File: config.mk
export PLATFORM = sky130hd
export DESIGN_NAME = arbiter2_wb
export DESIGN_NICKNAME = d
export VERILOG_FILES = /design/src/wb_pkg.sv /design/src/arbiter2_wb.sv /design/src/wb_arbiter.sv
export VERILOG_INCLUDE_DIRS = /design/src
export SDC_FILE = /design/constraint.sdc
export NUM_CORES = 1
export LEC_CHECK = 0
export CORE_AREA = 3 3 92 94
export DETAILED_ROUTE_END_ITERATION = 16
export DIE_AREA = 0 0 95 97
export DONT_BUFFER_PORTS = 1
export HOLD_SLACK_MARGIN = 0.1
export SLEW_MARGIN = 5
export SYNTH_ARGS = -nofsm -noshare
export SYNTH_HDL_FRONTEND = slang
export SYNTH_HIERARCHICAL = 1
export SYNTH_SLANG_ARGS = --single-unit
export TNS_END_PERCENT = 20
File: constraint.sdc
create_clock -name clk -period 1.03 [get_ports clk]
set_input_delay 0.0515 -clock clk [delete_from_list [all_inputs] [get_ports clk]]
set_output_delay 0.0515 -clock clk [all_outputs]
set_load 0.005 [all_outputs]
File: src/wb_defs.svh
// Bus width and RAM depth macros for the shared-memory subsystem
`ifndef WB_DEFS_SVH
`define WB_DEFS_SVH

// Word address, one address per data word
`define WB_ADDR_WIDTH 8

// Data bus width in bits
`define WB_DATA_WIDTH 32

// One select bit per byte lane
`define WB_SEL_WIDTH (`WB_DATA_WIDTH / 8)

// Full address space is backed by RAM
`define WB_RAM_DEPTH (1 << `WB_ADDR_WIDTH)

// Byte lane width used by the select logic
`define WB_BYTE_WIDTH 8

`endif
File: src/wb_pkg.sv
// Wishbone request and response structs shared by the bus modules
`default_nettype none

`include "wb_defs.svh"

package wb_pkg;

    // Master to slave, classic cycle
    typedef struct packed {
        logic [`WB_ADDR_WIDTH-1:0] adr;  // Word address
        logic [`WB_DATA_WIDTH-1:0] dat;  // Write data
        logic                      we;   // High for write
        logic [`WB_SEL_WIDTH-1:0]  sel;  // Byte lane enables
        logic                      stb;  // Transfer strobe
        logic                      cyc;  // Bus cycle, also the arbiter request
    } wb_req_t;

    // Slave to master
    typedef struct packed {
        logic [`WB_DATA_WIDTH-1:0] dat;  // Read data, valid with ack
        logic                      ack;  // One pulse per strobe
    } wb_rsp_t;

endpackage : wb_pkg

`default_nettype wire

File: src/arbiter2_wb.sv
// Wishbone two-master arbiter, granted master muxed onto the slave port, ack routed back
`default_nettype none

`include "wb_defs.svh"

module arbiter2_wb #(
    parameter bit ROUND_ROBIN       = 1'b0,  // Passed to the arbiter core
    parameter bit LSB_HIGH_PRIORITY = 1'b0   // Passed to the arbiter core
) (
    input  wire             clk,
    input  wire             reset_i,

    // Master 0 side
    input  wire  wb_pkg::wb_req_t m0_req_i,
    output wb_pkg::wb_rsp_t       m0_rsp_o,

    // Master 1 side
    input  wire  wb_pkg::wb_req_t m1_req_i,
    output wb_pkg::wb_rsp_t       m1_rsp_o,

    // Shared slave side
    output wb_pkg::wb_req_t       s_req_o,
    input  wire  wb_pkg::wb_rsp_t s_rsp_i
);

    logic [1:0] request;      // Cycle lines as requests
    logic [1:0] grant;        // One-hot from the core
    logic       grant_valid;
    logic       m0_sel;       // Master 0 owns the slave
    logic       m1_sel;       // Master 1 owns the slave

    assign request = {m1_req_i.cyc, m0_req_i.cyc};

    wb_arbiter #(
        .ROUND_ROBIN       (ROUND_ROBIN),
        .LSB_HIGH_PRIORITY (LSB_HIGH_PRIORITY)
    ) arb_i (
        .clk           (clk),
        .reset_i       (reset_i),
        .request_i     (request),
        .grant_o       (grant),
        .grant_valid_o (grant_valid)
    );

    assign m0_sel = grant[0] & grant_valid;
    assign m1_sel = grant[1] & grant_valid;

    // Slave request follows the owner, idle bus when nobody owns it
    always_comb begin
        if (m0_sel) begin
            s_req_o = m0_req_i;
        end else if (m1_sel) begin
            s_req_o = m1_req_i;
        end else begin
            s_req_o = '0;
        end
    end

    // Read data to both, ack only to the owner
    always_comb begin
        m0_rsp_o.dat = s_rsp_i.dat;
        m0_rsp_o.ack = s_rsp_i.ack & m0_sel;
        m1_rsp_o.dat = s_rsp_i.dat;
        m1_rsp_o.ack = s_rsp_i.ack & m1_sel;
    end

    // Relies on the core grant staying one-hot
    a_ack_exclusive : assert property (
        @(posedge clk) disable iff (reset_i)
        !(m0_rsp_o.ack && m1_rsp_o.ack)
    ) else $error("arbiter2_wb: both masters acknowledged");

endmodule : arbiter2_wb

`default_nettype wire

File: src/wb_arbiter.sv
// Two-requester arbiter with blocking grant, fixed-priority or round-robin selection
`default_nettype none

`include "wb_defs.svh"

module wb_arbiter #(
    parameter bit ROUND_ROBIN       = 1'b0,  // Last winner drops to lowest priority
    parameter bit LSB_HIGH_PRIORITY = 1'b0   // Index 0 beats index 1 in plain priority
) (
    input  wire        clk,
    input  wire        reset_i,
    input  wire  [1:0] request_i,      // One bit per requester
    output logic [1:0] grant_o,        // One-hot, registered
    output logic       grant_valid_o   // Some requester holds the grant
);

    logic [1:0] grant_q;     // Current holder
    logic       valid_q;     // Registered alongside the grant
    logic [1:0] mask_q;      // Requesters that did not win last
    logic [1:0] grant_d;     // Next grant
    logic [1:0] masked_req;  // Requests still eligible this round
    logic       hold;        // Holder keeps requesting

    // Plain priority pick among the given requests
    function automatic logic [1:0] pick(input logic [1:0] req);
        logic [1:0] sel;
        if (LSB_HIGH_PRIORITY) begin
            sel = req[0] ? 2'b01 : {req[1], 1'b0};   // Index 0 first
        end else begin
            sel = req[1] ? 2'b10 : {1'b0, req[0]};   // Index 1 first
        end
        return sel;
    endfunction

    assign hold       = |(grant_q & request_i);  // Blocking, release on request drop
    assign masked_req = request_i & mask_q;

    always_comb begin
        if (hold) begin
            grant_d = grant_q;                   // Keep the current owner
        end else if (ROUND_ROBIN && (|masked_req)) begin
            grant_d = pick(masked_req);          // Favor whoever lost last time
        end else begin
            grant_d = pick(request_i);           // Fixed priority, or nobody eligible in mask
        end
    end

    always_ff @(posedge clk) begin
        if (reset_i) begin
            grant_q <= 2'b00;
            valid_q <= 1'b0;
            mask_q  <= 2'b01;                    // Master 0 goes first after reset
        end else begin
            grant_q <= grant_d;
            valid_q <= |grant_d;
            if (!hold && (|grant_d)) begin
                mask_q <= ~grant_d;              // New winner goes to the back
            end
        end
    end

    assign grant_o       = grant_q;
    assign grant_valid_o = valid_q;

    // Grant never names both requesters
    a_grant_onehot : assert property (
        @(posedge clk) disable iff (reset_i)
        $onehot0(grant_o)
    ) else $error("wb_arbiter: grant not one-hot");

    // Valid flag tracks the grant register
    a_valid_matches : assert property (
        @(posedge clk) disable iff (reset_i)
        grant_valid_o == (|grant_o)
    ) else $error("wb_arbiter: grant_valid out of step with grant");

endmodule : wb_arbiter

`default_nettype wire

======== After elaboration in Yosys (flattened, before gate mapping) ========
Cells that the tools add are included.
word-level totals
  flip-flop bits (word level) ............. 3
  input bits .............................. 129
  output and inout bits ................... 113
  word-level logic and storage cells ...... 13
operators by class
  muxes and demuxes ....................... 4
  bitwise logic cells ..................... 5
  reduce and logical (&&, ||, !) cells .... 2
operators by type and width
  operator            number
  47-bit two-way mux  2
  1-bit AND           4
  2-bit two-way mux   2
  2-bit OR reduction  2
  2-bit AND           1

======== Depth between registers and ports, before layout ========
Gate-level depths: netlist of run 1.
  word-level depth ........................ 4
  gate-level depth with buffers ........... 4
  depth with buffers taken out ............ 2

======== Modules after synthesis ========
Netlist of run 1, hierarchy kept.
modules (own cells, without submodules)
  module       instances  cells an instance  area each (um^2)  sequential area each (um^2)
  arbiter2_wb  1          131                1092.3            0.0
  wb_arbiter   1          11                 107.6             60.1

======== Worst setup path before layout of run 1 ========
Ideal clock, no wire load.
  path kind ............................... register to output
  start ................................... reg arb_i.grant_q[0], in the netlist arb_i/grant_o[0]
  end ..................................... out s_req_o[36] (netlist name)
  arrival time ............................ 987 ps
  data required time ...................... 978 ps
  slack ................................... -8 ps
  stages on the path, launching flop included .. 5
  buffers on the path ..................... 2
  path through ............................ dfxtp_1 > and2_1 > buf_6 > buf_2 > a32o_1
RTL lines
  what                      RTL line           text
  start: declaration        wb_arbiter.sv:17   logic [1:0] grant_q;
  start signal: assignment  wb_arbiter.sv:54   grant_q <= grant_d;
  end: declaration          arbiter2_wb.sv:22  output wb_pkg::wb_req_t s_req_o,

==> results of run 1 <==
## cell usage after synthesis, drive strengths merged
cell type / instances / share of area [%]
buf: 78 / 49
a32o: 47 / 39
dfxtp: 3 / 5.0
a21oi: 2 / 1.1
and2: 2 / 1.3
and3: 2 / 1.0
nor2: 2 / 0.63
a21bo: 1 / 0.83
clkbuf: 1 / 0.31
inv: 1 / 0.31
nand3: 1 / 0.42
nor2b: 1 / 0.52
nor3: 1 / 0.42
## routing by layer
metal | global-route usage [%] | vias up | wire [um]
li1 | - | 368 | -
met1 | 8.49 | 427 | 1310
met2 | 12.4 | 86 | 2010
met3 | 2.64 | 11 | 446
met4 | 3.00 | 0 | 68
met5 | 0 | - | 0
## cell families after synthesis
group / synth area share [%]
buffers and inverters: 49.5
AOI/OAI and AO/OA: 41.2
and+or+nand+nor: 4.28
DFF: 5.01
## per-stage QoR
stage               util (%)  setup TNS (ps)  area (um2)  instances  power (uW)
floorplan                  -               0        1200        142         511
global placement        11.4               0         881        174         367
detailed placement      11.4               0         881        174         371
CTS                     12.7           -7580         978        181         740
global route            12.8           -8540         987        181         774
finish                  12.8           -7240         987        181         730
## report_power, final
| part | internal, uW | switching (uW) |
|---|---|---|
| logic | 133 | 129 |
| registers | 125 | 5.13 |
| clock network | 264 | 74.1 |
| total | 521 | 208 |
## registers in the layout, summed over array words and instances, names as in the netlist
name,cells
arb_i/grant_o,2
arb_i/grant_valid_o,1
## worst max-delay path: cells and delay by family (launching register included)
kind	cells	cell delay (ps)
flip-flops	1	310
AO/OA/AOI/OAI	1	280
AND/OR/NAND/NOR	1	180
buffers and inverters	1	150
## worst max-delay path by stage
stage / startpoint / endpoint / slack, ps / cells past startpoint
after global routing: arb_i/grant_valid_o / s_req_o[31] / -210 / 3
final: arb_i/grant_valid_o / s_req_o[31] / -180 / 3
after floorplan: arb_i/grant_o[0] / s_req_o[16] / 0.9 / 4
after detailed placement: arb_i/grant_o[0] / s_req_o[31] / 30 / 3
after global placement: arb_i/grant_o[0] / s_req_o[31] / 40 / 3
after CTS: arb_i/grant_valid_o / s_req_o[31] / -180 / 3
## final cells by class
| class | instances | area [um2] |
|---|---|---|
| clock buffers | 4 | 45.0 |
| fillers | 876 | 6740 |
| inverters | 1 | 3.75 |
| multi-input cells | 59 | 577 |
| flip-flops and latches | 3 | 61.3 |
| well taps | 102 | 128 |
| repair buffers | 12 | 173 |
## timing repair
action                                  CTS  global route
endpoints found under the setup margin   47            47
gates resized for setup                  18             8
hold buffers                              3             0
endpoints found under the hold margin     3             0
pin swaps                                 9             1
==> out/metrics.cfg, run 1 <==
[placed_design]
gp_congestion=0.631
place_hpwl_um=3190
place_ws_ps=28.8
io_buffer_count=0

[layout]
drive_gt1_share_pct=50.6
mostFrequentLayoutCells=a32o_1 (24), a32o_2 (23), buf_12 (6)
final_common_cell=a32o_1
nets=209
diodes=0
area_growth_pct=-17.7

[cts]
cts_root_buf=clkbuf_8
cts_sinks=3
cts_tree=built
path_clk_slew_ps=30
cts_setup_buffers=0
clockBufferDepth=2
cts_made_buffers=3
insertion_delay_ps=210
h-tree-depth=1

[grt]
grt_pass1_vias=843
antenna_found_initial=0
grt.overflow.total=0
grt_first_pass_wirelength_um=5260
grt.total_usage_pct=7.44
grt_max_degree=30

[sta]
fmax_mhz=829
final.period_utilization_pct=117
min_period_ps=1210
relSlewSlack_pct=91.1
setup_ws_ps=-177
worst_pin_slew_ps=133
rsz0062_at_grt=yes
finalHoldWorstSlack_ps=103
fin_worst_skew_ps=1.32
setup_viol=47
hold_viol=0
slew_violations=0

[detailed_routing]
antenna_left=0
vias=892
first_iter_violations=43
drc_errors=0
wl_per_cell_um=21.2
wl_um=3830
first_pass_iters=4
via_per_inst=4.93

[synth]
yosys_warnings=6
syn_avg_cell_area_um2=8.45
synth_cells=142
ys_seq_area_share_pct=5.01
synth-seq-cells=3
ys_types=17
synth_nets=271
syn_area_um2=1200

[critical_path]
critPathArrivalTime_ps=1160
worstReg2RegEnd=arb_i/grant_o[1]
worstPathMaxFanout=29
timing.rr.start=arb_i/grant_o[0]
cp_slowest_stage_delay_ps=310
cp-end-kind=output pin
crit_slowest_cell=dfxtp_2
worstSetupPathType=flop to output pin
regToRegSetupSlack_ps=180
r2r_cells=3
worstPathRequired_ps=980
startpoint_type=flop
critical_path.cell_chain=and2_4 -> buf_12 -> a32o_2

[run_status]
status=complete, but fails checks
violations=negative setup slack

[die]
row_count=32
ios=242
die_x_um=95
start_util_pct=15.5
die-area_um2=9220
dieHeight_um=97
core_area_um2=7730

[power_and_ir_drop]
p_leak_uw=0.000407
powerDensity_nw_per_um2=739
ir_drop_mv=0.529

[min_path]
hp-class=primary input to output pin
min-delay-start=s_rsp_i[12]
min_path_cells=0
min_to=m0_rsp_o[12]

[flow_run]
maxCapViolCount=0

Power figures use the tool's default switching activity.
==> run 2: changes to the inputs <==
- CORE_AREA: 3 3 92 94 -> 2 2 93 95
==> out/metrics.cfg, run 2 (synthesis gave the netlist of run 1 again) <==
[layout]
nets=210
final_common_cell=a32o_1
area_growth_pct=-15.8
multi_input_area_um2=572
diodes=0
largest_reg_flops=2
fillers=904
seq_area_um2=62.6
mostFrequentLayoutCells=a32o_1 (28), a32o_2 (19), buf_12 (5)
drive_gt1_share_pct=47.5
final_area_um2=1010

[cts]
h-tree-depth=1
cts_made_buffers=3
insertion_delay_ps=220
clockBufferDepth=2
path_clk_slew_ps=30
cts_sinks=3
cts_root_buf=clkbuf_8
cts_tree=built
cts_setup_buffers=0

[critical_path]
worstPathMaxFanout=24
critical_path_buf_inv_count=1
worstSetupPathType=flop to output pin
cpLargestDelayFamily=flip-flops
critPathArrivalTime_ps=1170
critical_path.cell_chain=and2_4 -> buf_12 -> a32o_1
cp_slowest_stage_delay_ps=300
crit_slowest_cell=dfxtp_1
worstPathRequired_ps=980
startpoint_type=flop
cp-end-kind=output pin

[detailed_routing]
wl_um=4020
antenna_left=0
drc_errors=0
vias=903
via_per_inst=4.88
first_iter_violations=68
wl_per_cell_um=21.7
first_pass_iters=4

[sta]
setup_ws_ps=-188
final.period_utilization_pct=118
fmax_mhz=821
relSlewSlack_pct=89.8
min_period_ps=1220
worst_pin_slew_ps=152
final.setup.tns_ps=-7700
rsz0062_at_grt=yes
fin_worst_skew_ps=3.70
slew_violations=0
setup_viol=47
hold_viol=0

[power_and_ir_drop]
p_sw_uw=222
powerDensity_nw_per_um2=742
switching_share_pct=29.7
p_int_uw=527
clock_power_share_pct=46.4
ir_drop_mv=0.645
p_comb_share_pct=36.1
pwr-share-seq_pct=17.5
p_leak_uw=0.000392

[min_path]
hp-class=primary input to output pin

[die]
die-area_um2=9220
row_count=33
die_x_um=95
ios=242
core_area_um2=8130
dieHeight_um=97
start_util_pct=14.8

[placed_design]
place_ws_ps=-24.5
io_buffer_count=0
gp_congestion=0.649
post_dp_cell_area_um2=872
place_hpwl_um=3240

[grt]
antenna_found_initial=0
grt.overflow.total=0
grt_pass1_vias=907
grt_first_pass_wirelength_um=5260
grt_max_degree=25
grt.total_usage_pct=7.55

[run_status]
status=complete, but fails checks
violations=negative setup slack

[flow_run]
maxCapViolCount=0

==> run 2: changes by cell type in the layout (fill, tap and decap cells not counted), sizes merged <==
cell  previous run  this run
buf              9        10
==> run 2: path summary, 6_finish.rpt <==
check	start	endpoint	slack [ps]	depth (start not counted)
worst max-delay path	arb_i/grant_o[1]	s_req_o[34]	-190	3
worst min-delay path	s_rsp_i[14]	m1_rsp_o[14]	100	0
worst max register to register	arb_i/grant_o[0]	arb_i/grant_o[1]	190	3
worst min register to register	arb_i/grant_o[1]	arb_i/grant_o[1]	620	3
==> run 2: cell type report <==
cell class / count / area share [%]
multi-input combinational: 59 / 56.6
timing repair buffer: 13 / 19.3
tap: 105 / 13.0
sequential: 3 / 6.20
clock buffer: 4 / 4.46
inverter: 1 / 0.372
==> run 2: per-stage QoR <==
step / instances / total power (uW) / util [%] / hold WS (ps)
after global routing: 185 / 795 / 12.4 / 103
after floorplan: 142 / 511 / - / 114
after global placement: 177 / 365 / 10.7 / 103
final: 185 / 749 / 12.4 / 103
after CTS: 185 / 748 / 12.2 / 101
after detailed placement: 177 / 368 / 10.7 / 103
==> run 2: routing by layer <==
layer  vias to the layer above  wire length (um)  track usage [%]
li1                        370                 -                -
met1                       422              1270             7.55
met2                        94              2220             14.2
met3                        17               427             2.18
met4                         0                99             3.01
met5                         -                 0                0
==> run 2: repair_timing <==
action / CTS / global route
pin swaps: 11 / 4
gates resized for setup: 12 / 14
hold buffers: 3 / 0
cloned: 1 / 0
setup endpoints to repair: 47 / 47
hold endpoints to repair: 3 / 0
==> run 2: power by group through the flow <==
stage	clock network, uW	logic [uW]	registers, uW
after floorplan	0	380	131
after global placement	0	234	130
after detailed placement	0	237	131
after CTS	351	266	130
after global routing	368	295	132
final	347	270	131
